### config.mk
export PLATFORM = sky130hd
export DESIGN_NAME = uart_rx
export DESIGN_NICKNAME = d
export VERILOG_FILES = /design/src/design/uart_pkg.sv /design/src/design/uart_rx.sv
export VERILOG_INCLUDE_DIRS = /design/src /design/src/design
export SDC_FILE = /design/constraint.sdc
export NUM_CORES = 1
export LEC_CHECK = 0
export ABC_AREA = 1
export BUFFER_PORTS_ARGS = -buffer_cell sky130_fd_sc_hd__buf_2
export CAP_MARGIN = 20
export CORE_MARGIN = 4
export CORE_UTILIZATION = 50
export CTS_CLUSTER_DIAMETER = 200
export DETAILED_ROUTE_END_ITERATION = 12
export GPL_TIMING_DRIVEN = 0
export PLACE_DENSITY = 0.78
export REMOVE_ABC_BUFFERS = 1
export SYNTH_ARGS = -nofsm -noshare
export SYNTH_HDL_FRONTEND = slang
export SYNTH_SLANG_ARGS = --single-unit
### constraint.sdc
create_clock -name clk -period 3.1 [get_ports clk]
set_input_delay 0.155 -clock clk [delete_from_list [all_inputs] [get_ports clk]]
set_output_delay 0.155 -clock clk [all_outputs]
set_load 0.005 [all_outputs]
### src/design/bridge_settings.svh
// ********************
// bit period is counted in clock cycles, not derived from a baud rate
// address width sets the RAM size, upper command address bits are dropped
// ********************
`ifndef BRIDGE_SETTINGS_SVH
`define BRIDGE_SETTINGS_SVH

// clock cycles per serial bit, keep it even for a clean half-bit point
`define BRIDGE_BIT_CYCLES 16

// RAM address width, 10 gives 1024 bytes
`define BRIDGE_ADDR_W 10

// opcode byte values on the command channel
`define BRIDGE_OP_WRITE 8'h57
`define BRIDGE_OP_READ  8'h52

`endif

### src/design/uart_pkg.sv
// ********************
// state encodings for the 8N1 receiver and transmitter
// ********************
package uart_pkg;

    typedef enum logic [1:0] {
        rx_idle,   // waiting for a falling edge
        rx_start,  // checking the start bit
        rx_data,   // eight data bits
        rx_stop    // stop bit check
    } rx_state_t;

    typedef enum logic [1:0] {
        tx_idle,
        tx_start,
        tx_data,
        tx_stop
    } tx_state_t;

endpackage

### src/design/uart_rx.sv
// ********************
// 8N1 receiver, no parity, a low stop bit gives frame_err and no strobe
// ********************
`timescale 1ns/1ps
`include "bridge_settings.svh"

module uart_rx import uart_pkg::*; (
    input  logic       clk,
    input  logic       rst,
    input  logic       rx,
    output logic [7:0] rx_dat,
    output logic       rx_stb,
    output logic       frame_err
);

    localparam int BIT_CYCLES = `BRIDGE_BIT_CYCLES;
    localparam int CNT_W = $clog2(BIT_CYCLES);

    rx_state_t  state;
    logic       rx_meta;
    logic       rx_sync;
    logic [CNT_W-1:0] cnt;
    logic [2:0] bit_idx;
    logic [7:0] shreg;

    assign rx_dat = shreg;  // stable during the strobe cycle

    always_ff @(posedge clk) begin
        rx_meta <= rx;
        rx_sync <= rx_meta;
        if (rst) begin
            rx_meta <= 1'b1;
            rx_sync <= 1'b1;
        end
    end

    always_ff @(posedge clk) begin
        if (rst) begin
            state     <= rx_idle;
            cnt       <= '0;
            bit_idx   <= '0;
            rx_stb    <= 1'b0;
            frame_err <= 1'b0;
        end else begin
            rx_stb    <= 1'b0;
            frame_err <= 1'b0;
            cnt       <= cnt + 1'b1;
            case (state)
                rx_idle: begin
                    cnt <= '0;
                    if (!rx_sync) state <= rx_start;
                end
                rx_start: if (cnt == CNT_W'(BIT_CYCLES / 2 - 1)) begin
                    cnt     <= '0;
                    bit_idx <= '0;
                    state   <= rx_sync ? rx_idle : rx_data;  // glitch goes back to idle
                end
                rx_data: if (cnt == CNT_W'(BIT_CYCLES - 1)) begin
                    cnt     <= '0;
                    shreg   <= {rx_sync, shreg[7:1]};  // lsb first
                    bit_idx <= bit_idx + 1'b1;
                    if (bit_idx == 3'd7) state <= rx_stop;
                end
                default: if (cnt == CNT_W'(BIT_CYCLES - 1)) begin
                    rx_stb    <= rx_sync;
                    frame_err <= !rx_sync;
                    state     <= rx_idle;
                end
            endcase
        end
    end

endmodule

==> impl_metrics.csv <==
group,metric,value,unit
detailed_routing,drtPass1Iterations,4,
cts,cts_resized,0,
floorplan,die_area,0.00249,mm^2
logic_synthesis,synth_edf_count,8,
logic_synthesis,synthCells,88,
flow_run,maxCapViolCount,0,
power,power,0.000525,W
status,status,"complete, no violations",
floorplan,start_util,0.557,
layout,layout-drive-gt1-share,0.240,
place,place_area,955,um^2
layout,num-nets-final,115,
cts,hold_buffers,0,
sta,slew_headroom,0.736,
sta,setup_viol,0,
floorplan,die_h,49.9,um
place,dp_hpwl,1090,um
place,place_congestion,0.772,
sta,hold_viol,0,
layout,fin_area,987,um^2
layout,final_util,0.626,
logic_synthesis,synth_commonest_cells,"nand2_1, dfxtp_1, inv_1, a21oi_1, edfxtp_1",
power,power_density,532,mW/mm^2
critical_path,start_kind,"register",
layout,multi_input_area,332,um^2
critical_path,crit_top_cell,"inv_1",
detailed_routing,wire_per_inst,11.9,um
logic_synthesis,synth_largest_area_cell,"dfxtp_1",
grt,grt_max_degree,14,
sta,worst_slew_pin_slew,393,ps
power,ir_drop,0.000284,V
sta,tns,0,ps
logic_synthesis,netlist_area,878,um^2
logic_synthesis,netlist.area_leader.share,0.296,
grt,grt_usage,0.134,
detailed_routing,drtAntennaViolNets,0,
detailed_routing,drt_iter0_drc,12,
sta,finalCritPeriodShare,0.570,
logic_synthesis,ys_top_cells_by_area,"dfxtp_1, edfxtp_1, ha_1",
layout,n_antenna_cell,0,
floorplan,die_w,49.9,um
detailed_routing,totalWireLength,1420,um
critical_path,critPathMaxStageDelay,370,ps
logic_synthesis,syn_avg_cell_area,9.98,um^2
floorplan,ios,13,
critical_path,cp.required,3120,ps
grt,grt-ovfl-total,0,
critical_path,crit_arrival,1780,ps
place,dp_cells,115,
grt,grt_pass1_vias,563,
critical_path,crit_slowest_cell,"nor3_1",
cts,cts_setup_buffers,0,
min_path,hp-class,"in -> reg",
floorplan,core_area,0.00158,mm^2
sta,clock.fmax,0.566,GHz
layout,final_cell_count_no_fill,120,
sta,drv_slew,0,
layout,area_growth,12.4,%
sta,layout_min_cycle_time,1770,ps
critical_path,critPathMaxFanout,7,
cts,clock_latency,300,ps
cts,cts_buffer_depth,2,
logic_synthesis,ys.flop_type,"dfxtp_1",
critical_path,end_kind,"register",
logic_synthesis,yosys_warnings,0,
critical_path,path_class,"reg -> reg",
grt,grt_pass1_wl,2500,um
cts,numCtsBuffers,3,
logic_synthesis,seq_area_frac_synth,0.570,
logic_synthesis,synth.most_common_cell,"nand2_1",
layout,fillCellCount,133,
detailed_routing,drc,0,
floorplan,rows,14,
layout,layout.area.seq,500,um^2
cts,cts-root-buf,"clkbuf_4",
grt,antenna_found_initial,0,
sta,clock_skew,1.81,ps
logic_synthesis,synthArstFlopShare,0,
logic_synthesis,ys_seq_elements,21,
cts,htreeDepth,1,
cts,cts.clk_slew.worst_paths,110,ps
cts,cts_num_sinks,21,
detailed_routing,via_per_inst,5.11,
cts,cts_tree,"done",
critical_path,path_cells,"inv_1 -> ha_1 -> inv_1 -> nor3_1 -> buf_2",
place,numPortBuffers,12,
detailed_routing,via_count,613,
sta,rsz0062_at_grt,"false",
power,leakagePower,0.442,nW
logic_synthesis,ys_types,19,
-- per-layer routing --
metal / vias to the layer above / part of all wire / track usage
met5: - / 0 / 0
met4: 0 / 0.034 / 0.0829
met3: 5 / 0.030 / 0.0271
met2: 11 / 0.48 / 0.209
met1: 272 / 0.45 / 0.168
li1: 325 / - / -
-- power by group --
part           internal, W  switching [W]
clock network    0.0000482      0.0000779
logic            0.0000366      0.0000602
registers         0.000293     0.00000852
-- state kept, by name (all words and copies together), names as in the netlist --
signal / cells
rx_dat: 8
cnt: 4
bit_idx: 3
state: 2
frame_err: 1
rx_meta: 1
rx_stb: 1
rx_sync: 1
-- cell usage in the layout (no fill, tap or decap) --
cell / count
nand3b_1: 1
nand2_1: 16
dfxtp_1: 13
nand3_2: 1
edfxtp_1: 8
clkbuf_4: 3
nor3_1: 2
nand2_2: 1
buf_2: 13
nor2_1: 5
o221a_2: 1
a21oi_1: 8
ha_1: 7
clkinv_2: 2
o21ai_0: 1
or2_2: 3
xor2_1: 1
nand3_1: 7
inv_1: 10
nor3b_2: 1
-- path summary, 6_finish.rpt --
check | start | end | slack (ps) | cells after the start
max reg2reg | state[0] | rx_dat[2] | 1330 | 5
min | rx | rx_meta | 30 | 2
min reg2reg | rx_meta | rx_sync | 420 | 1
max | state[0] | rx_dat[2] | 1330 | 5
-- worst max-delay path, delay by kind of cell (launching register included) --
| kind | cells | cell delay, ps |
|---|---|---|
| buffers and inverters | 3 | 450 |
| flip-flops | 1 | 360 |
| AND/OR/NAND/NOR | 1 | 370 |
| adder cells (fa/ha/maj) | 1 | 290 |
-- final cells by class --
class	count	share of cell area
Clock buffer	3	0.0228
Tap cell	16	0.0203
Inverter	11	0.0431
Multi-Input combinational cell	55	0.336
Sequential cell	21	0.507
Clock inverter	1	0.00507
Timing Repair Buffer	13	0.0659
-- cell families (layout without fill, tap and decap cells) --
group           count (synthesis)  after routing  synth area share
flops                          21             21             0.570
buf+inv                        12             28            0.0527
fa+ha+maj                       7              7            0.0997
simple gates                   37             37             0.204
compound gates                 10             10            0.0641
xor+xnor                        1              1           0.00997
-- per-stage QoR --
step / setup slack, ps / hold slack (ps)
finish: 1330 / 29.5
detailed placement: 985 / 343
CTS: 988 / 23.3
floorplan: 1360 / 224
global route: 1220 / 18.0
global placement: 1110 / 342
(Power assumes the default switching activity.)
