File: config.mk
export PLATFORM = sky130hd
export DESIGN_NAME = uart_tx
export DESIGN_NICKNAME = d
export VERILOG_FILES = /design/src/design/uart_pkg.sv /design/src/design/uart_tx.sv
export VERILOG_INCLUDE_DIRS = /design/src /design/src/design
export SDC_FILE = /design/constraint.sdc
export NUM_CORES = 1
export LEC_CHECK = 0
export BUFFER_PORTS_ARGS = -buffer_cell sky130_fd_sc_hd__buf_2
export CAP_MARGIN = 20
export CORE_MARGIN = 5
export CORE_UTILIZATION = 45
export CTS_BUF_LIST = sky130_fd_sc_hd__clkbuf_4 sky130_fd_sc_hd__clkbuf_8
export DETAILED_ROUTE_END_ITERATION = 8
export MAX_ROUTING_LAYER = met4
export PLACE_DENSITY = 0.67
export SYNTH_ARGS = -nofsm -noshare
export SYNTH_HDL_FRONTEND = slang
export SYNTH_SLANG_ARGS = --single-unit
File: constraint.sdc
create_clock -name clk -period 5.2 [get_ports clk]
set_clock_uncertainty 0.2 [all_clocks]
set_input_delay 1.3 -clock clk [delete_from_list [all_inputs] [get_ports clk]]
set_output_delay 1.3 -clock clk [all_outputs]
set_load 0.05 [all_outputs]
File: src/design/bridge_settings.svh
// ********************
// bit period is counted in clock cycles, not derived from a baud rate
// address width sets the RAM size, upper command address bits are dropped
// ********************
`ifndef BRIDGE_SETTINGS_SVH
`define BRIDGE_SETTINGS_SVH

// clock cycles per serial bit, keep it even for a clean half-bit point
`define BRIDGE_BIT_CYCLES 16

// RAM address width, 10 gives 1024 bytes
`define BRIDGE_ADDR_W 10

// opcode byte values on the command channel
`define BRIDGE_OP_WRITE 8'h57
`define BRIDGE_OP_READ  8'h52

`endif

File: src/design/uart_pkg.sv
// ********************
// state encodings for the 8N1 receiver and transmitter
// ********************
package uart_pkg;

    typedef enum logic [1:0] {
        rx_idle,   // waiting for a falling edge
        rx_start,  // checking the start bit
        rx_data,   // eight data bits
        rx_stop    // stop bit check
    } rx_state_t;

    typedef enum logic [1:0] {
        tx_idle,
        tx_start,
        tx_data,
        tx_stop
    } tx_state_t;

endpackage

File: src/design/uart_tx.sv
// ********************
// 8N1 transmitter, tx_start is only legal while tx_busy is low
// ********************
`timescale 1ns/1ps
`include "bridge_settings.svh"

module uart_tx import uart_pkg::*; (
    input  logic       clk,
    input  logic       rst,
    input  logic [7:0] tx_dat,
    input  logic       tx_start,
    output logic       tx,
    output logic       tx_busy
);

    localparam int BIT_CYCLES = `BRIDGE_BIT_CYCLES;
    localparam int CNT_W = $clog2(BIT_CYCLES);

    tx_state_t  state;
    logic [CNT_W-1:0] cnt;
    logic [2:0] bit_idx;
    logic [7:0] shreg;

    assign tx_busy = (state != tx_idle);  // 10 bit periods per byte

    always_ff @(posedge clk) begin
        if (rst) begin
            state   <= tx_idle;
            tx      <= 1'b1;
            cnt     <= '0;
            bit_idx <= '0;
        end else begin
            cnt <= cnt + 1'b1;
            case (state)
                tx_idle: begin
                    cnt <= '0;
                    if (tx_start) begin
                        shreg   <= tx_dat;
                        tx      <= 1'b0;  // start bit
                        bit_idx <= '0;
                        state   <= uart_pkg::tx_start;  // port shares the name
                    end
                end
                uart_pkg::tx_start: if (cnt == CNT_W'(BIT_CYCLES - 1)) begin
                    cnt   <= '0;
                    tx    <= shreg[0];
                    shreg <= {1'b1, shreg[7:1]};
                    state <= tx_data;
                end
                tx_data: if (cnt == CNT_W'(BIT_CYCLES - 1)) begin
                    cnt     <= '0;
                    bit_idx <= bit_idx + 1'b1;
                    tx      <= shreg[0];  // all ones once the byte is out
                    shreg   <= {1'b1, shreg[7:1]};
                    if (bit_idx == 3'd7) state <= tx_stop;
                end
                default: if (cnt == CNT_W'(BIT_CYCLES - 1)) state <= tx_idle;
            endcase
        end
    end

    // the engine has to wait out the whole frame before the next byte
    assert property (@(posedge clk) disable iff (rst) tx_start |-> !tx_busy)
        else $error("uart_tx: tx_start while a byte is still on the line");

endmodule

==> results.md, run 1 <==
- Status: finished, final reports clean
- LEAKAGE: 0.000391 uW
- H-tree levels: 1
- Tot Pwr: 537 uW
- First-pass GRT wire length: 2500 um
- Initial antenna violation count: 0
- Post-route antenna net violation count: 0
- Synth Warn #: 0
- Vias per cell: 5.09
- Fin area: 1000 sq um
- Hold Path Class: reg -> reg
- Pin count of the biggest net entering global routing: 15
- Tmin final: 2.89 ns
- Syn avg cell area: 11.6 sq um
- VDD IR max: 288 uV
- Layout cell share with drive strength beyond 1: 30.0%
- Critical R2R Launch: state[0]$_SDFFE_PP0P_
- Syn Std Cell Area: 882 sq um
- Die area: 2950 sq um
- Chip Height: 54.3 um
- Vias in the first global route: 610
- WL/cell: 12.0 um
- Iteration-0 DRC count of the detailed router: 9
- Slew headroom: 32.5%
- Slowest cell on the critical path: dfxtp_1
- CP most frequent cell: inv_1
- # IOs: 13
- Final setup violation count: 0
- Worst-Margin Slew: 1.01 ns
- Crit-path max cell delay: 0.41 ns
- Sink Count: 18
- Min Hold Slack: 0.268 ns
- Sequential fraction of the synthesis area: 49.9%
- CTS resizes: 0
- Post-synthesis cell type count: 29
- Starting Density: 45.9%
- Drt drc: 0
- Core box area: 1920 sq um
- Port Buffers: 12
- Crit path arrival time: 1.39 ns
- Dpl hpwl: 1070 um
- Cell Rows: 16
- Hold_buf cts: 0
- Syn nets: 95
- WS Path Type: reg -> out
- Max Cap Viol: 0
- Fin util: 52.1%
- Crit end category: output pin
- Highest Clock Rate: 346 MHz
- CTS buffer count: 3
- Final Max Tran Viols: 0
- Placed cell area: 975 sq um
- Via count: 596
- CP required: 3.70 ns
- Area grow syn2layout: 13.5%
- CTS tree: built
- Global Route Usage Sum: 12.5%
- Final hold vios: 0
- Die W: 54.3 um
- Fill cells: 195
- ANT cells: 0
- Post-Syn Instances: 76
- Congestion Overflow GR: 0
- Yosys reg bits: 18
- Crit path cell chain: inv_1, ha_1, inv_1, buf_2
- RSZ-0062 raised after global routing: false
- Drt total wl: 1400 um
- Clock-pin transition on the worst setup and hold timing paths: 0.10 ns
- Worst Hold Launch: cnt[0]$_SDFF_PP0_
- Root buf cell: clkbuf_4
- Clk_lat worst skew: 0.28 ns
- Setup crit start kind: register
- CP Launch Point: state[0]$_SDFFE_PP0P_
- Gpl congestion: 0.816
- Pre-antenna DRT Iters: 3
- Tcrit/Tclk final: 55.6%
- Fin Setup TNS: 0 ns
- Postcts setup bufs: 0
- P per Cell Area: 536 nW/um^2
- Worst-path fanout max: 6
- Layout Nets: 110
- Clock Tree Buf Depth: 2
[Yosys cell counts]
cell type / number / area [sq um]
and2_2: 1 / 7.51
a21oi_2: 1 / 8.76
ha_1: 8 / 100
nand3b_1: 2 / 15.0
a2111oi_0: 1 / 8.76
nand3_1: 3 / 15.0
inv_1: 3 / 11.3
or2_2: 1 / 6.26
o21ai_0: 2 / 10.0
nor2b_1: 2 / 12.5
nor4b_1: 1 / 8.76
nor3b_1: 1 / 7.51
or3_1: 1 / 6.26
o22ai_1: 1 / 6.26
clkbuf_1: 2 / 7.51
nand2_1: 1 / 3.75
mux2_2: 7 / 78.8
dfxtp_1: 10 / 200
nand4bb_1: 1 / 11.3
xor2_1: 1 / 8.76
nor2_1: 4 / 15.0
nand3_2: 1 / 10.0
edfxtp_1: 8 / 240
a211oi_1: 2 / 15.0
mux2i_1: 1 / 10.0
nor3_1: 2 / 10.0
nand2b_1: 3 / 18.8
a21oi_1: 4 / 20.0
o31a_1: 1 / 8.76
[state kept, by name, indices dropped and copies added (netlist names)]
signal	cells
tx	1
state	2
bit_idx	3
shreg	8
cnt	4
[power breakdown]
part / internal, uW / switching [uW] / leakage (uW)
Sequential: 203 / 19.6 / 0.000156
Clock: 27.9 / 40.2 / 0.0000154
Combinational: 104 / 143 / 0.000220
[final cells by class]
class                      instances  area, sq um  area share (%)
inverter                           3         11.3            1.13
clock inverter                     1         3.75           0.375
tap                               27         33.8            3.38
sequential                        18          440            44.0
multi-input combinational         53          429            42.9
timing repair buffer              12         60.1            6.00
clock buffer                       3         22.5            2.25
[final timing paths]
check                                          end  slack, ns  cells past startpoint
worst max register to register  shreg[1]$_DFFE_PP_       2.53                      4
worst max-delay path                       tx_busy       2.31                      4
worst min register to register   cnt[0]$_SDFF_PP0_       0.27                      1
worst min-delay path             cnt[0]$_SDFF_PP0_       0.27                      1
[stage by stage]
step | setup slack [ns] | cells
floorplan | 1.77 | 76
global placement | 2.25 | 113
detailed placement | 2.21 | 113
CTS | 2.29 | 117
global route | 2.16 | 117
finish | 2.31 | 117
[metal layers]
| layer | share of wire [%] | track usage, % |
|---|---|---|
| met1 | 42 | 12.8 |
| met4 | 1.0 | 2.49 |
| met2 | 51 | 21.9 |
| met5 | 0 | - |
| met3 | 6.0 | 5.72 |
[layout by cell type (no fill, tap or decap), types with 3 or more instances in the layout]
| cell type | synthesis | layout |
|---|---|---|
| nand3_1 | 3 | 3 |
| dfxtp_1 | 10 | 10 |
| nand2b_1 | 3 | 3 |
| inv_1 | 3 | 3 |
| a21oi_1 | 4 | 4 |
| clkbuf_4 | 0 | 3 |
| ha_1 | 8 | 8 |
| nor2_1 | 4 | 4 |
| edfxtp_1 | 8 | 8 |
| mux2_2 | 7 | 7 |
| buf_2 | 0 | 12 |
[worst max-delay path: cells and delay by family (launching register included)]
kind | cells | cell delay (ns)
fa+ha+maj | 1 | 0.27
flops | 1 | 0.41
buf+inv | 3 | 0.42
[cell families after synthesis]
logic type                 count (synthesis)  synth area share [%]
muxes                                      8                  10.1
AOI/OAI and AO/OA                         12                  8.79
xor gates and xnor gates                   1                 0.993
adders and majority gates                  8                  11.3
and+or+nand+nor                           24                  16.7
DFF                                       18                  49.9
buffers and inverters                      5                  2.13
(Power assumes the default switching activity.)
==> run 2, diff against run 1 <==
==> constraint.sdc (replaced) <==
create_clock -name clk -period 3 [get_ports clk]
set_clock_uncertainty 0.2 [all_clocks]
set_input_delay 0.75 -clock clk [delete_from_list [all_inputs] [get_ports clk]]
set_output_delay 0.75 -clock clk [all_outputs]
set_load 0.05 [all_outputs]
==> results.md, run 2 (same netlist as run 1, synthesis figures left out) <==
- WS Path Type: reg -> out
- Tcrit/Tclk final: 76.8%
- Fill cells: 185
- Vias per cell: 5.03
- Clock Tree Buf Depth: 2
- First-pass GRT wire length: 2370 um
- # IOs: 13
- Iteration-0 DRC count of the detailed router: 11
- Slew headroom: 60.6%
- Crit path arrival time: 1.36 ns
- Max reg flops: 8
- Die W: 54.3 um
- Area grow syn2layout: 15.5%
- WL/cell: 11.5 um
- Vias in the first global route: 571
- Chip Height: 54.3 um
- Final hold vios: 0
- LEAKAGE: 0.000402 uW
- Initial antenna violation count: 0
- Gpl congestion: 0.756
- Clk_lat worst skew: 0.29 ns
- Fin Setup TNS: 0 ns
- P per Cell Area: 948 nW/um^2
- CTS buffer count: 3
- Slowest cell on the critical path: dfxtp_1
- CP most frequent cell: inv_1
- Fin util: 53.0%
- Starting Density: 45.9%
- Commonest non-fill, non-tap cell in the layout: buf_2
- Max Cap Viol: 0
- Crit path cell chain: inv_1, ha_1, inv_1, buf_2
- Port Buffers: 12
- Dpl hpwl: 1020 um
- Congestion Overflow GR: 0
- Setup crit start kind: register
- Top Registers: shreg: 8 flops, cnt: 4 flops, bit_idx: 3 flops
- Post-route antenna net violation count: 0
- CTS tree: built
- Worst-path fanout max: 6
- Sink Count: 18
- Tmin final: 2.31 ns
- Fin area: 1020 sq um
- ANT cells: 0
- Global Route Usage Sum: 11.5%
- H-tree levels: 1
- Drt total wl: 1360 um
- Crit-path max cell delay: 0.38 ns
- Most flops, register: shreg
- Placed cell area: 982 sq um
- Via count: 594
- Hold Path Class: reg -> reg
- CP required: 2.05 ns
- CTS resizes: 0
- Worst-Margin Slew: 0.588 ns
- Layout cell share with drive strength beyond 1: 31.9%
- Root buf cell: clkbuf_4
- Clock-pin transition on the worst setup and hold timing paths: 0.10 ns
- Hold_buf cts: 0
- VDD IR max: 656 uV
- Pre-antenna DRT Iters: 4
- Status: finished, final reports clean
- Highest Clock Rate: 434 MHz
- Core box area: 1920 sq um
- Postcts setup bufs: 0
- Most frequent cells in the layout: buf_2, dfxtp_1, ha_1, edfxtp_1, mux2_2
- Final setup violation count: 0
- RSZ-0062 raised after global routing: false
- Cell Rows: 16
- Die area: 2950 sq um
- Layout Nets: 111
- Drt drc: 0
- Crit end category: output pin
- Final Max Tran Viols: 0
- Pin count of the biggest net entering global routing: 15
## run 2: report_power, final
group | total [uW] | internal [uW] | switching (uW) | leakage [uW]
registers | 381 | 350 | 30.7 | 0.000156
clock network | 148 | 73.9 | 74.4 | 0.0000210
logic | 437 | 188 | 248 | 0.000225
## run 2: metrics by stage
stage | power, uW | setup WS, ns | hold slack, ns | cells
2_1_floorplan | 729 | 0.0776 | 0.233 | 76
3_3_place_gp | 818 | 0.863 | 0.246 | 114
3_5_place_dp | 829 | 0.815 | 0.259 | 114
4_1_cts | 981 | 0.678 | 0.274 | 118
5_1_grt | 1040 | 0.559 | 0.295 | 118
6_report | 966 | 0.695 | 0.268 | 118
## run 2: cell type report
| cell class | instances | area (sq um) | share of cell area [%] |
|---|---|---|---|
| flip-flops and latches | 18 | 440 | 43.2 |
| well taps | 27 | 33.8 | 3.32 |
| clock buffers | 4 | 36.3 | 3.56 |
| inverters | 3 | 11.3 | 1.11 |
| repair buffers | 13 | 67.6 | 6.63 |
| multi-input cells | 53 | 429 | 42.1 |
## run 2: worst paths after layout
check	slack (ns)	from	endpoint	depth (start not counted)
worst max-delay path	0.69	state[0]$_SDFFE_PP0P_	tx_busy	4
worst min-delay path	0.27	cnt[0]$_SDFF_PP0_	cnt[0]$_SDFF_PP0_	1
worst max register to register	0.81	state[1]$_SDFFE_PP0P_	shreg[3]$_DFFE_PP_	5
worst min register to register	0.27	cnt[0]$_SDFF_PP0_	cnt[0]$_SDFF_PP0_	1
## run 2: critical path: cells and delay by family (launching register included)
kind                       cells  cell delay (ns)
adders and majority gates      1             0.27
buffers and inverters          3             0.41
DFF                            1             0.38
## run 2: metal layers
layer,GRT usage (%),routed length (um),vias to the layer above
li1,-,-,311
met1,14.0,644,268
met4,6.22,14,0
met2,17.9,631,13
met5,-,0,-
met3,2.45,64,2
==> run 3, diff against run 2 <==
--- a/config.mk
+++ b/config.mk
@@ -13,7 +13,7 @@
 export CTS_BUF_LIST = sky130_fd_sc_hd__clkbuf_4 sky130_fd_sc_hd__clkbuf_8
 export DETAILED_ROUTE_END_ITERATION = 8
 export MAX_ROUTING_LAYER = met4
-export PLACE_DENSITY = 0.67
+export PLACE_DENSITY = 0.7
 export SYNTH_ARGS = -nofsm -noshare
 export SYNTH_HDL_FRONTEND = slang
 export SYNTH_SLANG_ARGS = --single-unit
==> constraint.sdc (replaced) <==
create_clock -name clk -period 2 [get_ports clk]
set_clock_uncertainty 0.2 [all_clocks]
set_input_delay 0.5 -clock clk [delete_from_list [all_inputs] [get_ports clk]]
set_output_delay 0.5 -clock clk [all_outputs]
set_load 0.05 [all_outputs]
==> results.md, run 3 (same netlist as run 1, synthesis figures left out) <==
- VDD IR max: 897 uV
- Multi-input logic area: 449 sq um
- WL/cell: 12.0 um
- Most frequent cells in the layout: buf_2, dfxtp_1, edfxtp_1
- Drt total wl: 1470 um
- H-tree levels: 1
- Pre-antenna DRT Iters: 4
- WP buf/inv: 4
- Fin Setup TNS: 0 ns
- Layout cell share with drive strength beyond 1: 41.7%
- Clock-pin transition on the worst setup and hold timing paths: 0.10 ns
- Family with the most delay on the worst path: buffers and inverters
- Vias per cell: 5.19
- Iteration-0 DRC count of the detailed router: 8
- Sequential share of power: 35.3%
- Worst Hold End: shreg[7]$_SDFFCE_PN1P_
- Commonest non-fill, non-tap cell in the layout: buf_2
- Global routing usage on met3: 2.45%
- Sequential Area: 443 sq um
- Slowest cell on the critical path: dfxtp_2
- Crit path cell chain: inv_2, ha_2, buf_4, inv_2, buf_6
- Post-route insts no fill: 123
- Final Max Tran Viols: 0
- Area grow syn2layout: 23.0%
- Top Registers: shreg: 8 flops, cnt: 4 flops, bit_idx: 3 flops
- Placed cell area: 1020 sq um
- Drt drc: 0
- Fin area: 1080 sq um
- Pint: 1030 uW
- Chip Height: 54.3 um
- Hold_buf cts: 0
- CP most frequent cell: inv_2
- Setup crit start kind: register
- Crit end category: output pin
- CTS tree: built
- Clk pwr share: 14.1%
- Slew headroom: 69.6%
- Grt peak-use layer: met2
- Inst Count DP: 118
- WS Path Type: reg -> out
- Max reg flops: 8
- Final setup violation count: 0
- CP Launch Point: state[0]$_SDFFE_PP0P_
- Cell Rows: 16
- Crit path arrival time: 1.21 ns
- Layout Nets: 116
- Starting Density: 45.9%
- First-pass GRT wire length: 2500 um
- Crit-path max cell delay: 0.35 ns
- Initial antenna violation count: 0
- P per Cell Area: 1490 nW/um^2
- Gpl congestion: 0.839
- Hold path depth: 2
- Highest Clock Rate: 524 MHz
- Vias in the first global route: 613
- Global Route Usage Sum: 12.3%
- Congestion Overflow GR: 0
- R2R Path End: state[0]$_SDFFE_PP0P_
- GR Util met1: 14.7%
- Max Cap Viol: 0
- Worst-path fanout max: 5
- Worst Hold Launch: tx_dat[7]
- Die area: 2950 sq um
- Critical R2R Launch: cnt[0]$_SDFF_PP0_
- Clk_lat worst skew: 0.29 ns
- Most flops, register: shreg
- ANT cells: 0
- Sink Count: 18
- # IOs: 13
- Worst-Margin Slew: 0.456 ns
- Switching share of total power: 36.0%
- RSZ-0062 raised after global routing: false
- LEAKAGE: 0.000429 uW
- Tcrit/Tclk final: 95.5%
- Core box area: 1920 sq um
- Switching power: 581 uW
- Post-route antenna net violation count: 0
- Root buf cell: clkbuf_4
- Comb pwr share: 50.7%
- M2 GR Usage: 19.5%
- CP required: 1.30 ns
- Final hold vios: 0
- Pin count of the biggest net entering global routing: 12
- Status: finished, final reports clean
- Die W: 54.3 um
- Tmin final: 1.91 ns
- Path length in cells of the critical path: 5
- Via count: 638
- CTS buffer count: 3
- Worst Reg-to-Reg Cells: 5
- Fill cells: 181
- Port Buffers: 12
- Clock Tree Buf Depth: 2
- Hold Path Class: in -> reg
- Dpl hpwl: 1140 um
- Min Hold Slack: 0.256 ns
- Reg2reg setup slack: 0.11 ns
[run 3: changes by cell type in the layout (fill, tap and decap cells not counted), sizes merged]
cell	previous run	this run
buf	13	18
[run 3: layout make-up]
cell class	count	share of cell area [%]
repair buffers	18	10.3
clock buffers	4	3.34
multi-input cells	53	41.4
flip-flops and latches	18	40.8
inverters	3	1.04
well taps	27	3.11
[run 3: worst max path at each step]
stage	end	slack [ns]
4_1_cts	tx_busy	0.02
3_5_place_dp	bit_idx[1]$_SDFFE_PP0P_	0.03
5_1_grt	state[0]$_SDFFE_PP0P_	0.009
2_1_floorplan	shreg[0]$_DFFE_PP_	0.03
6_report	tx_busy	0.09
3_3_place_gp	shreg[7]$_SDFFCE_PN1P_	0.10
[run 3: power by group through the flow]
stage | registers, uW | clock network (uW) | logic (uW)
global route | 579 | 248 | 896
CTS | 567 | 236 | 809
global placement | 572 | 0 | 754
floorplan | 602 | 0 | 531
finish | 569 | 227 | 817
detailed placement | 575 | 0 | 769
[run 3: through the flow]
| stage | setup WS [ns] | total power, uW | utilization [%] |
|---|---|---|---|
| finish | 0.0909 | 1610 | 56.4 |
| global route | 0.00856 | 1720 | 56.4 |
| CTS | 0.0196 | 1610 | 56.2 |
| detailed placement | 0.0333 | 1340 | 53.3 |
| global placement | 0.103 | 1330 | 53.3 |
| floorplan | 0.0277 | 1130 | - |
[run 3: what timing repair did]
item / in CTS / in global routing
setup endpoints to repair: 1 / 3
cloned: 0 / 0
gates resized for setup: 5 / 3
endpoints found under the hold margin: 0 / 0
setup buffers: 1 / 0
[run 3: layer usage]
layer | share of wire [%] | vias up
li1 | - | 317
met4 | 1.7 | 0
met5 | 0 | -
met1 | 49 | 306
met2 | 45 | 13
met3 | 4.6 | 2
