==> config.mk <==
export PLATFORM = sky130hd
export DESIGN_NAME = cmd_engine
export DESIGN_NICKNAME = d
export VERILOG_FILES = /design/src/design/cmd_pkg.sv /design/src/design/cmd_engine.sv
export VERILOG_INCLUDE_DIRS = /design/src /design/src/design
export SDC_FILE = /design/constraint.sdc
export NUM_CORES = 1
export LEC_CHECK = 0
export ABC_AREA = 0
export BUFFER_PORTS_ARGS = -buffer_cell sky130_fd_sc_hd__buf_2
export CAP_MARGIN = 10
export CORE_UTILIZATION = 50
export DETAILED_ROUTE_END_ITERATION = 7
export GPL_TIMING_DRIVEN = 0
export PLACE_DENSITY = 0.8
export SLEW_MARGIN = 20
export SYNTH_ARGS = -nofsm -noshare
export SYNTH_HDL_FRONTEND = slang
export SYNTH_SLANG_ARGS = --single-unit
==> constraint.sdc <==
create_clock -name clk -period 2.5 [get_ports clk]
set_input_delay 0.125 -clock clk [delete_from_list [all_inputs] [get_ports clk]]
set_output_delay 0.125 -clock clk [all_outputs]
set_load 0.005 [all_outputs]
==> src/design/bridge_settings.svh <==
// ********************
// bit period is counted in clock cycles, not derived from a baud rate
// address width sets the RAM size, upper command address bits are dropped
// ********************
`ifndef BRIDGE_SETTINGS_SVH
`define BRIDGE_SETTINGS_SVH

// clock cycles per serial bit, keep it even for a clean half-bit point
`define BRIDGE_BIT_CYCLES 16

// RAM address width, 10 gives 1024 bytes
`define BRIDGE_ADDR_W 10

// opcode byte values on the command channel
`define BRIDGE_OP_WRITE 8'h57
`define BRIDGE_OP_READ  8'h52

`endif

==> src/design/cmd_pkg.sv <==
// ********************
// opcode values come from the settings header
// ********************
`include "bridge_settings.svh"

package cmd_pkg;

    typedef enum logic [7:0] {
        op_write = `BRIDGE_OP_WRITE,
        op_read  = `BRIDGE_OP_READ
    } cmd_op_t;

    typedef enum logic [2:0] {
        stage_opcode,       // idle, waiting for a known opcode
        stage_addr_hi,
        stage_addr_lo,
        stage_length,
        stage_write_data,   // one rx byte per RAM write
        stage_read_fetch,   // RAM read latency slot
        stage_read_send     // waits for the transmitter
    } cmd_stage_t;

endpackage

==> src/design/cmd_engine.sv <==
// ********************
// frame is opcode, addr hi, addr lo, length; length 0 means 256 bytes
// rx bytes during a read are dropped, the host must space its commands
// ********************
`timescale 1ns/1ps
`include "bridge_settings.svh"

module cmd_engine import cmd_pkg::*; (
    input  logic                      clk,
    input  logic                      rst,
    input  logic [7:0]                rx_dat,
    input  logic                      rx_stb,
    input  logic [7:0]                ram_rdata,
    input  logic                      tx_busy,
    output logic [`BRIDGE_ADDR_W-1:0] ram_addr,
    output logic [7:0]                ram_wdata,
    output logic                      ram_we,
    output logic [7:0]                tx_dat,
    output logic                      tx_start,
    output logic                      busy
);

    localparam int ADDR_W = `BRIDGE_ADDR_W;

    cmd_stage_t        stage;
    cmd_op_t           op;
    logic [7:0]        addr_hi;
    logic [ADDR_W-1:0] addr;
    logic [8:0]        count;  // bytes left, up to 256

    assign ram_addr = addr;

    always_ff @(posedge clk) begin
        if (rst) begin
            stage    <= stage_opcode;
            ram_we   <= 1'b0;
            tx_start <= 1'b0;
            busy     <= 1'b0;
        end else begin
            ram_we   <= 1'b0;
            tx_start <= 1'b0;
            if (ram_we) addr <= addr + 1'b1;  // step after each write lands
            case (stage)
                stage_opcode: begin
                    if (rx_stb && (rx_dat == op_write || rx_dat == op_read)) begin
                        op    <= cmd_op_t'(rx_dat);
                        busy  <= 1'b1;
                        stage <= stage_addr_hi;
                    end
                end
                stage_addr_hi: if (rx_stb) begin
                    addr_hi <= rx_dat;
                    stage   <= stage_addr_lo;
                end
                stage_addr_lo: if (rx_stb) begin
                    addr  <= ADDR_W'({addr_hi, rx_dat});  // upper bits ignored
                    stage <= stage_length;
                end
                stage_length: if (rx_stb) begin
                    count <= (rx_dat == 8'd0) ? 9'd256 : {1'b0, rx_dat};
                    stage <= (op == op_write) ? stage_write_data : stage_read_fetch;
                end
                stage_write_data: if (rx_stb) begin
                    ram_wdata <= rx_dat;
                    ram_we    <= 1'b1;
                    count     <= count - 1'b1;
                    if (count == 9'd1) begin
                        stage <= stage_opcode;
                        busy  <= 1'b0;
                    end
                end
                stage_read_fetch: stage <= stage_read_send;  // ram_rdata valid next
                default: if (!tx_busy) begin
                    tx_dat   <= ram_rdata;
                    tx_start <= 1'b1;
                    addr     <= addr + 1'b1;
                    count    <= count - 1'b1;
                    if (count == 9'd1) begin
                        stage <= stage_opcode;
                        busy  <= 1'b0;
                    end else begin
                        stage <= stage_read_fetch;
                    end
                end
            endcase
        end
    end

    // writes and reads never overlap
    assert property (@(posedge clk) disable iff (rst) !(ram_we && tx_start))
        else $error("cmd_engine: RAM write and tx start in the same cycle");

    assert property (@(posedge clk) disable iff (rst) (stage != stage_opcode) |-> busy)
        else $error("cmd_engine: busy low in the middle of a command");

endmodule

==> results of run 1 <==
## cell families after synthesis
group	share of synthesized area
mux	0.00363
buf+inv	0.0462
compound gates	0.160
flops	0.533
xor+xnor	0.0413
simple gates	0.202
fa+ha+maj	0.0136
## cell type report
class | count | area (um2) | share of cell area
well taps | 70 | 87.6 | 0.0268
inverters | 9 | 33.8 | 0.0103
multi-input cells | 183 | 1160 | 0.357
repair buffers | 55 | 315 | 0.0966
flip-flops and latches | 51 | 1470 | 0.451
clock buffers | 5 | 68.8 | 0.0211
plain buffers | 17 | 93.8 | 0.0287
clock inverters | 3 | 28.8 | 0.00882
## power by group
group	total, mW	switching, mW	internal [mW]
registers	0.946	0.0126	0.933
clock network	0.509	0.302	0.208
logic	0.113	0.0638	0.0496
total	1.57	0.378	1.19
## critical path: cells and delay by family, from the launching register on
| kind | cells | cell delay [ns] |
|---|---|---|
| AO/OA/AOI/OAI | 2 | 0.83 |
| flip-flops | 1 | 0.40 |
| buffers and inverters | 2 | 0.65 |
## metrics by stage
step | setup WS [ns] | total power, mW | hold WS, ns
after floorplan | 0.670 | 1.02 | 0.224
after global placement | 0.173 | 1.06 | 0.301
after detailed placement | 0.161 | 1.07 | 0.303
after CTS | 0.130 | 1.58 | 0.0414
after global routing | 0.172 | 1.62 | 0.0469
final | 0.274 | 1.57 | 0.0501
## registers in the layout (all words and copies together) (netlist names)
register   count
op             8
tx_dat         8
count          9
addr_hi        2
ram_wdata      8
tx_start       1
ram_we         1
stage          3
busy           1
ram_addr      10
## worst max-delay path by stage
stage	startpoint	endpoint
2_1_floorplan	stage[1]$_SDFFE_PP0P_	count[0]$_DFFE_PP_
5_1_grt	stage[1]$_SDFFE_PP0P_	count[2]$_DFFE_PP_
4_1_cts	stage[1]$_SDFFE_PP0P_	count[0]$_DFFE_PP_
6_report	stage[1]$_SDFFE_PP0P_	count[2]$_DFFE_PP_
3_3_place_gp	stage[1]$_SDFFE_PP0P_	count[0]$_DFFE_PP_
3_5_place_dp	stage[1]$_SDFFE_PP0P_	count[0]$_DFFE_PP_
## timing repair
action                     4_1_cts  5_1_grt
hold buffers                     8        0
hold endpoints to repair         8        0
setup buffers                    0        0
gates resized for setup          0        1
setup endpoints to repair        0        9
## layer usage
metal  wire (um)  global-route usage  share of wire  up-vias
met5           0                   0              0        -
li1            -                   -              -     1099
met3         521              0.0479          0.080        9
met1        2820               0.299           0.43     1130
met4         105              0.0865          0.016        0
met2        3090               0.376           0.47      125
## cell usage in the layout (no fill, tap or decap), drive strengths merged, types with 3 or more instances in the layout
cell         netlist  final
a21oi             21     21
and3               3      3
and4               4      4
buf               10     57
clkbuf             7     12
dfxtp              6      6
dlygate4sd3        0      8
edfxtp            45     45
ha                 3      3
inv                9     10
nand2             17     17
nand2b             6      6
nand3             11     11
nand4              5      5
nor2              23     23
nor2b              4      4
nor3               4      4
nor3b              3      3
nor4               3      3
o211ai             4      4
o21ai             15     15
o31ai              5      5
or4                3      3
xnor2              4      4
xor2               9      9
==> results.py, run 1 <==
metrics = {
    "detailed_routing": {
        "route.vias.total": 2363,
        "routed_wl_mm": 6.54,
        "wl_per_cell_um": 16.6,
        "firstDrtPassIters": 5,
        "vias_per_cell": 6.01,
        "drcViolationCount": 0,
        "drt_iter0_markers": 175,
        "ant_nets": 0,
    },
    "die": {
        "start_util": 0.530,
        "core_um2": 5200,
        "die_w_um": 76.3,
        "die_y_um": 76.3,
        "io_pins": 49,
        "design.die.area_um2": 5820,
        "row_count": 26,
    },
    "yosys": {
        "syn_nets": 283,
        "synth_top_area_share": 0.490,
        "synth_seq_cells": 51,
        "synthTopCellsByCount": "edfxtp_1, nor2_1, a21oi_1",
        "syn_area_per_cell_um2": 10.6,
        "yosysWarnings": 0,
        "synth_edf_count": 45,
        "netlist_area_um2": 2760,
        "yosys.cell_types.count": 58,
        "synth.most_common_cell": "edfxtp_1",
        "netlist_instances": 260,
        "synth_seq_area_share": 0.533,
        "yosys.area.top_type": "edfxtp_1",
        "synth_area_leaders": "edfxtp_1, dfxtp_1, a21oi_1",
        "synthArstFlopShare": 0,
        "synth_flop_cell": "edfxtp_1",
    },
    "finish": {
        "nets": 345,
        "num_antenna_cells": 0,
        "utilization": 0.627,
        "fillCellCount": 414,
        "area.growth.synth_to_final_pct": 18.3,
        "fin_cells": 393,
        "finalInstanceArea_um2": 3260,
        "drive_gt1_frac": 0.226,
    },
    "global_routing": {
        "grt_pass1_vias": 2121,
        "gr-total-overflow": 0,
        "grt_usage": 0.229,
        "grt_pass1_wl_mm": 10.4,
        "antenna_found_initial": 0,
        "grt_max_degree": 19,
    },
    "setup_path": {
        "crit_path_max_incr_delay_ns": 0.54,
        "reg2reg_from": "stage[1]$_SDFFE_PP0P_",
        "arrival_ns": 2.18,
        "crit_fanout": 10,
        "end_kind": "register",
        "timing.rr.end": "count[2]$_DFFE_PP_",
        "crit_chain": "buf_2 -> clkbuf_1 -> o21ai_0 -> a21oi_2",
        "worstPathRequired_ns": 2.46,
        "reg2reg_depth": 4,
        "start_kind": "register",
        "critPathKind": "register to register",
        "critPathSlowestCell": "a21oi_2",
        "regToRegSetupSlack_ns": 0.27,
    },
    "run_status": {
        "run_status": "completed",
    },
    "hold_path": {
        "worstHoldStart": "rx_dat[3]",
        "worstHoldEndpoint": "ram_wdata[3]$_DFFE_PP_",
        "hold_depth": 1,
        "min_path_type": "input pin to register",
    },
    "sta": {
        "rsz0062_at_grt": "no",
        "finalSetupViolations": 0,
        "period_needed_ns": 2.23,
        "drv_slew": 0,
        "final_hold_viol_count": 0,
        "tightest_slew_ns": 0.596,
        "maxSlewHeadroom": 0.602,
        "fmax_mhz": 449,
        "tns_ns": 0,
        "fin_crit_sh": 0.890,
        "fin_skew_ns": 0.00825,
    },
    "cts": {
        "tritoncts": "yes",
        "numCtsBuffers": 5,
        "cts.clk_slew.worst_paths_ns": 0.10,
        "htree_levels": 2,
        "cts_root_buffer": "clkbuf_8",
        "clock_latency_ns": 0.31,
        "cts_num_sinks": 51,
        "clock_path_buffers": 2,
    },
    "place": {
        "hpwl_mm": 4.41,
        "port_buffers": 47,
        "placed_cell_area_um2": 3080,
        "place_inst": 377,
        "gp_congestion": 0.871,
    },
    "power_and_ir_drop": {
        "powerDensity_nw_per_um2": 480,
        "power_leakage_nw": 1.20,
        "peakVddDrop_mv": 0.323,
    },
    "run": {
        "cap_violations": 0,
    },
}
Note: power is estimated with default switching activity, not from simulation.
==> run 2, diff against run 1 <==
Settings changed: ABC_AREA 0 to 1, PLACE_DENSITY 0.8 to 0.79.
==> run 2 against run 1 <==
Compared with the run above:
- register-to-register slack improved by 0.13 ns
- total power increased by 71%
- synthesized cell count increased by 23%
- hold slack improved by 0.0085 ns
- global-route usage increased by 0.41 points
- largest power group unchanged
- die area increased by 3.2%
==> results.py, run 2 <==
metrics = {
    "finish": {
        "largest_reg_flops": 10,
        "nets": 408,
        "final_common_cell": "nand2_1",
        "area.growth.synth_to_final_pct": 18.4,
        "num_antenna_cells": 0,
        "fin_cells": 458,
        "finalInstanceArea_um2": 3380,
        "drive_gt1_frac": 0.241,
        "layout_common_cells": "nand2_1, buf_2, edfxtp_1",
    },
    "yosys": {
        "netlist_instances": 321,
        "syn_area_per_cell_um2": 8.88,
        "synth_seq_cells": 51,
        "synthArstFlopShare": 0,
        "synth_edf_count": 45,
        "synth_flop_cell": "edfxtp_1",
        "yosys.area.top_type": "edfxtp_1",
        "syn_nets": 344,
        "synthTopCellsByCount": "nand2_1, edfxtp_1, inv_1",
        "synth_area_leaders": "edfxtp_1, nand2_1, nand3_1",
        "synth_seq_area_share": 0.516,
        "yosysWarnings": 0,
        "synth_top_area_share": 0.474,
        "synth.most_common_cell": "nand2_1",
        "yosys.cell_types.count": 34,
        "netlist_area_um2": 2850,
    },
    "detailed_routing": {
        "drt_iter0_markers": 159,
        "drcViolationCount": 0,
        "firstDrtPassIters": 4,
        "ant_nets": 0,
        "route.vias.total": 2409,
        "routed_wl_mm": 6.49,
        "wl_per_cell_um": 14.2,
        "vias_per_cell": 5.26,
    },
    "sta": {
        "drv_slew": 0,
        "period_needed_ns": 2.10,
        "fin_crit_sh": 0.839,
        "maxSlewHeadroom": 0.317,
        "rsz0062_at_grt": "no",
        "final_hold_viol_count": 0,
        "fin_skew_ns": 0.00238,
        "fin_hold_ws_ns": 0.0586,
        "finalSetupViolations": 0,
        "fmax_mhz": 477,
        "tightest_slew_ns": 1.02,
        "fin_ws_ns": 0.404,
        "tns_ns": 0,
    },
    "setup_path": {
        "regToRegSetupSlack_ns": 0.40,
        "worstPathRequired_ns": 2.44,
        "start_kind": "register",
        "critical_path.endpoint": "op[4]$_DFFE_PP_",
        "arrival_ns": 2.04,
        "reg2reg_from": "stage[2]$_SDFFE_PP0P_",
        "critPathKind": "register to register",
        "crit_fanout": 8,
        "critical_path.startpoint": "stage[2]$_SDFFE_PP0P_",
        "reg2reg_depth": 6,
        "timing.rr.end": "op[4]$_DFFE_PP_",
        "end_kind": "register",
    },
    "power_and_ir_drop": {
        "powerDensity_nw_per_um2": 796,
        "clockPowerShare": 0.189,
        "p_seq_frac": 0.450,
        "internal-power_mw": 1.68,
        "power_leakage_nw": 1.40,
        "combPwrFrac": 0.361,
        "peakVddDrop_mv": 0.339,
        "swShare": 0.375,
        "p_sw_mw": 1.01,
    },
    "global_routing": {
        "grt_pass1_vias": 2367,
        "grt_max_degree": 19,
        "grt_usage": 0.233,
        "antenna_found_initial": 0,
        "gr-total-overflow": 0,
        "grt_pass1_wl_mm": 11.0,
    },
    "place": {
        "hpwl_mm": 4.63,
        "place_inst": 442,
        "gp_congestion": 0.836,
        "post-place-ws_ns": 0.333,
        "port_buffers": 48,
        "placed_cell_area_um2": 3200,
    },
    "cts": {
        "htree_levels": 2,
        "tritoncts": "yes",
        "numCtsBuffers": 5,
        "clock_latency_ns": 0.31,
        "clock_path_buffers": 2,
        "cts_num_sinks": 51,
        "cts_root_buffer": "clkbuf_8",
        "cts_resized": 0,
        "cts.clk_slew.worst_paths_ns": 0.10,
    },
    "run": {
        "cap_violations": 0,
    },
    "die": {
        "core_um2": 5510,
        "row_count": 27,
        "die_y_um": 77.5,
        "design.die.area_um2": 6010,
        "die_w_um": 77.5,
        "io_pins": 49,
        "start_util": 0.518,
    },
    "run_status": {
        "run_status": "completed",
    },
    "hold_path": {
        "min_path_type": "input pin to register",
        "worstHoldStart": "rx_dat[7]",
    },
}
run 2: cell count changes after synthesis, sizes merged, moves of 6 or more:
cell / change
a21oi: -16
nand3: +16
nand2b: -6
inv: +29
clkbuf: -7
nand2: +74
nor2: +20
run 2: area by class of cell:
class	instances	area, um2
plain buffers	7	58.8
clock buffers	5	68.8
clock inverters	3	27.5
fillers	446	2130
inverters	38	143
multi-input cells	225	1190
flip-flops and latches	51	1470
well taps	72	90.1
repair buffers	57	328
run 2: worst max-delay path: stages (launching register included):
cell,delay (ns)
dfxtp_1,0.31
buf_4,0.17
inv_2,0.08
nand2_1,0.08
nor2_1,0.16
inv_1,0.10
nor3_1,0.82
run 2: power groups by stage:
stage | Combinational [mW] | Clock, mW | Sequential (mW)
2_1_floorplan | 0.691 | 0 | 1.21
3_3_place_gp | 0.908 | 0 | 1.22
3_5_place_dp | 0.945 | 0 | 1.22
4_1_cts | 0.965 | 0.515 | 1.20
5_1_grt | 1.10 | 0.552 | 1.23
6_report | 0.971 | 0.509 | 1.21
run 2: worst min path at each step:
stage / cells past startpoint / to
6_report: 1 / ram_wdata[7]$_DFFE_PP_
5_1_grt: 1 / ram_wdata[7]$_DFFE_PP_
4_1_cts: 1 / ram_wdata[7]$_DFFE_PP_
3_5_place_dp: 1 / tx_dat[1]$_DFFE_PP_
3_3_place_gp: 1 / tx_dat[7]$_DFFE_PP_
2_1_floorplan: 1 / tx_start$_SDFF_PP0_
run 2: per-stage QoR:
stage | power (mW) | util
6_report | 2.69 | 0.613
5_1_grt | 2.88 | 0.613
4_1_cts | 2.68 | 0.612
3_5_place_dp | 2.17 | 0.580
3_3_place_gp | 2.13 | 0.578
2_1_floorplan | 1.90 | -
run 2: layer usage:
| layer | track usage | part of all wire | wire (um) | vias to the layer above |
|---|---|---|---|---|
| li1 | - | - | - | 1188 |
| met1 | 0.291 | 0.45 | 2900 | 1117 |
| met2 | 0.409 | 0.49 | 3180 | 87 |
| met3 | 0.0329 | 0.041 | 267 | 17 |
| met4 | 0.0868 | 0.022 | 140 | 0 |
| met5 | 0 | 0 | 0 | - |
run 2: cell families (layout without fill, tap and decap cells):
| kind of cell | Yosys count | count (layout) | synth area share |
|---|---|---|---|
| flops | 51 | 51 | 0.516 |
| buf+inv | 45 | 110 | 0.0706 |
| fa+ha+maj | 3 | 3 | 0.0132 |
| compound gates | 34 | 34 | 0.0728 |
| xor+xnor | 14 | 14 | 0.0430 |
| simple gates | 174 | 174 | 0.284 |
run 2: repair_timing:
item	in CTS	in global routing
buffers inserted	0	0
endpoints found under the hold margin	8	0
hold buffers	8	0
==> run 3, diff against run 2 <==
Settings changed: PLACE_DENSITY 0.79 to 0.82.
Clock period 2.5 ns to 1.85 ns, I/O delays scaled along.
==> run 3 against run 2 <==
Compared with the run above:
- via count grew 2.2%
- setup slack worse by 0.31 ns
- sequential power is 35% higher
- highest routed layer unchanged
- sequential share of layout area is 0.65 points lower
- core utilization rose by 0.93 points
- final cell count unchanged
- flip-flop and latch count did not move
- die area did not move
- largest cell class unchanged
- clock power rose by 35%
- clock-buffer cell count unchanged
==> results.py, run 3 (synthesized netlist as in run 2, its figures left out) <==
metrics = {
    "setup_path": {
        "crit_chain": "buf_4 -> inv_2 -> nor3_1 -> inv_1 -> a311oi_4 -> buf_12",
        "regToRegSetupSlack_ns": 0.1,
        "end_kind": "register",
        "path_delay_family": "buffers and inverters",
        "critPathKind": "register to register",
        "crit_path_max_incr_delay_ns": 0.36,
        "critPathSlowestCell": "a311oi_4",
        "cp.buffers_inverters": 4,
        "crit_fanout": 9,
        "worstPathRequired_ns": 1.88,
        "arrival_ns": 1.79,
        "start_kind": "register",
    },
    "die": {
        "die_w_um": 77.5,
        "core_um2": 5510,
        "die_y_um": 77.5,
        "row_count": 27,
        "io_pins": 49,
        "design.die.area_um2": 6010,
        "start_util": 0.518,
    },
    "finish": {
        "final_common_cell": "nand2_1",
        "finalInstanceArea_um2": 3430,
        "num_antenna_cells": 0,
        "multi_input_area_um2": 1230,
        "drive_gt1_frac": 0.249,
        "utilization": 0.623,
        "nets": 408,
        "fillCellCount": 417,
        "fin_cells": 458,
        "area.growth.synth_to_final_pct": 20.2,
        "layout_common_cells": "nand2_1, buf_2, edfxtp_1",
        "largest_reg_flops": 10,
        "seqCellArea_um2": 1470,
    },
    "power_and_ir_drop": {
        "clockPowerShare": 0.187,
        "swShare": 0.376,
        "powerDensity_nw_per_um2": 1070,
        "combPwrFrac": 0.369,
        "power_leakage_nw": 1.41,
        "peakVddDrop_mv": 0.422,
        "p_seq_frac": 0.444,
        "p_sw_mw": 1.38,
        "internal-power_mw": 2.29,
        "finalPower_mw": 3.67,
    },
    "detailed_routing": {
        "drt_iter0_markers": 223,
        "wl_per_cell_um": 14.0,
        "route.vias.total": 2461,
        "firstDrtPassIters": 5,
        "drcViolationCount": 0,
        "routed_wl_mm": 6.42,
        "vias_per_cell": 5.37,
        "ant_nets": 0,
    },
    "sta": {
        "tns_ns": 0,
        "fmax_mhz": 570,
        "drv_slew": 0,
        "rsz0062_at_grt": "no",
        "fin_hold_ws_ns": 0.0478,
        "tightest_slew_ns": 0.589,
        "fin_crit_sh": 0.948,
        "fin_ws_ns": 0.0970,
        "final_hold_viol_count": 0,
        "finalSetupViolations": 0,
        "period_needed_ns": 1.75,
        "maxSlewHeadroom": 0.607,
        "fin_skew_ns": 0.00857,
    },
    "place": {
        "port_buffers": 48,
        "gp_congestion": 0.862,
        "place_inst": 441,
        "post-place-ws_ns": -0.332,
        "hpwl_mm": 4.69,
        "placed_cell_area_um2": 3190,
    },
    "cts": {
        "clock_latency_ns": 0.31,
        "tritoncts": "yes",
        "cts_root_buffer": "clkbuf_8",
        "cts.clk_slew.worst_paths_ns": 0.10,
        "numCtsBuffers": 5,
        "clock_path_buffers": 2,
        "cts_num_sinks": 51,
        "htree_levels": 2,
    },
    "hold_path": {
        "min_path_type": "input pin to register",
    },
    "global_routing": {
        "antenna_found_initial": 0,
        "grt_max_degree": 19,
        "grt_usage": 0.225,
        "grt_pass1_wl_mm": 10.4,
        "grt_pass1_vias": 2338,
        "gr-total-overflow": 0,
    },
    "run": {
        "cap_violations": 0,
    },
    "run_status": {
        "run_status": "completed",
    },
}
==> run 3: worst register-to-register path: cells and delay by family (launching register included) <==
kind                   cells  cell delay (ns)
AO/OA/AOI/OAI              1             0.36
buffers and inverters      4             0.61
flip-flops                 1             0.33
AND/OR/NAND/NOR            1             0.19
==> run 3: cell type report <==
type                            count  area share
Tap cell                           72      0.0263
Clock buffer                        5      0.0201
Sequential cell                    51       0.429
Timing Repair Buffer               57      0.0993
Multi-Input combinational cell    225       0.358
Inverter                           38      0.0416
Clock inverter                      3     0.00803
Buffer                              7      0.0172
==> run 3: path summary, 6_finish.rpt <==
path                               from                 end  cells after the start
hold reg to reg       busy$_SDFFE_PP0P_   busy$_SDFFE_PP0P_                      2
hold / removal                rx_dat[7]     op[7]$_DFFE_PP_                      1
setup reg to reg  stage[2]$_SDFFE_PP0P_  count[2]$_DFFE_PP_                      6
setup / recovery  stage[2]$_SDFFE_PP0P_  count[2]$_DFFE_PP_                      6
==> run 3: repair_timing <==
item	in CTS	in global routing
gates resized for setup	4	4
pin swaps	0	1
hold endpoints to repair	8	0
setup endpoints to repair	25	26
hold buffers	8	0
buffers inserted	0	1
==> run 3: routing by layer <==
metal	vias to the layer above	track usage	wire length, um
met1	1115	0.252	2540
met5	-	0	0
met2	124	0.408	3200
met4	0	0.0925	175
li1	1199	-	-
met3	23	0.0506	511
==> run 3: power groups by stage <==
stage	combinational [mW]	clock [mW]	sequential [mW]
detailed placement	1.27	0	1.65
finish	1.36	0.688	1.63
floorplan	0.940	0	1.64
global route	1.51	0.734	1.65
CTS	1.31	0.692	1.63
global placement	1.23	0	1.65
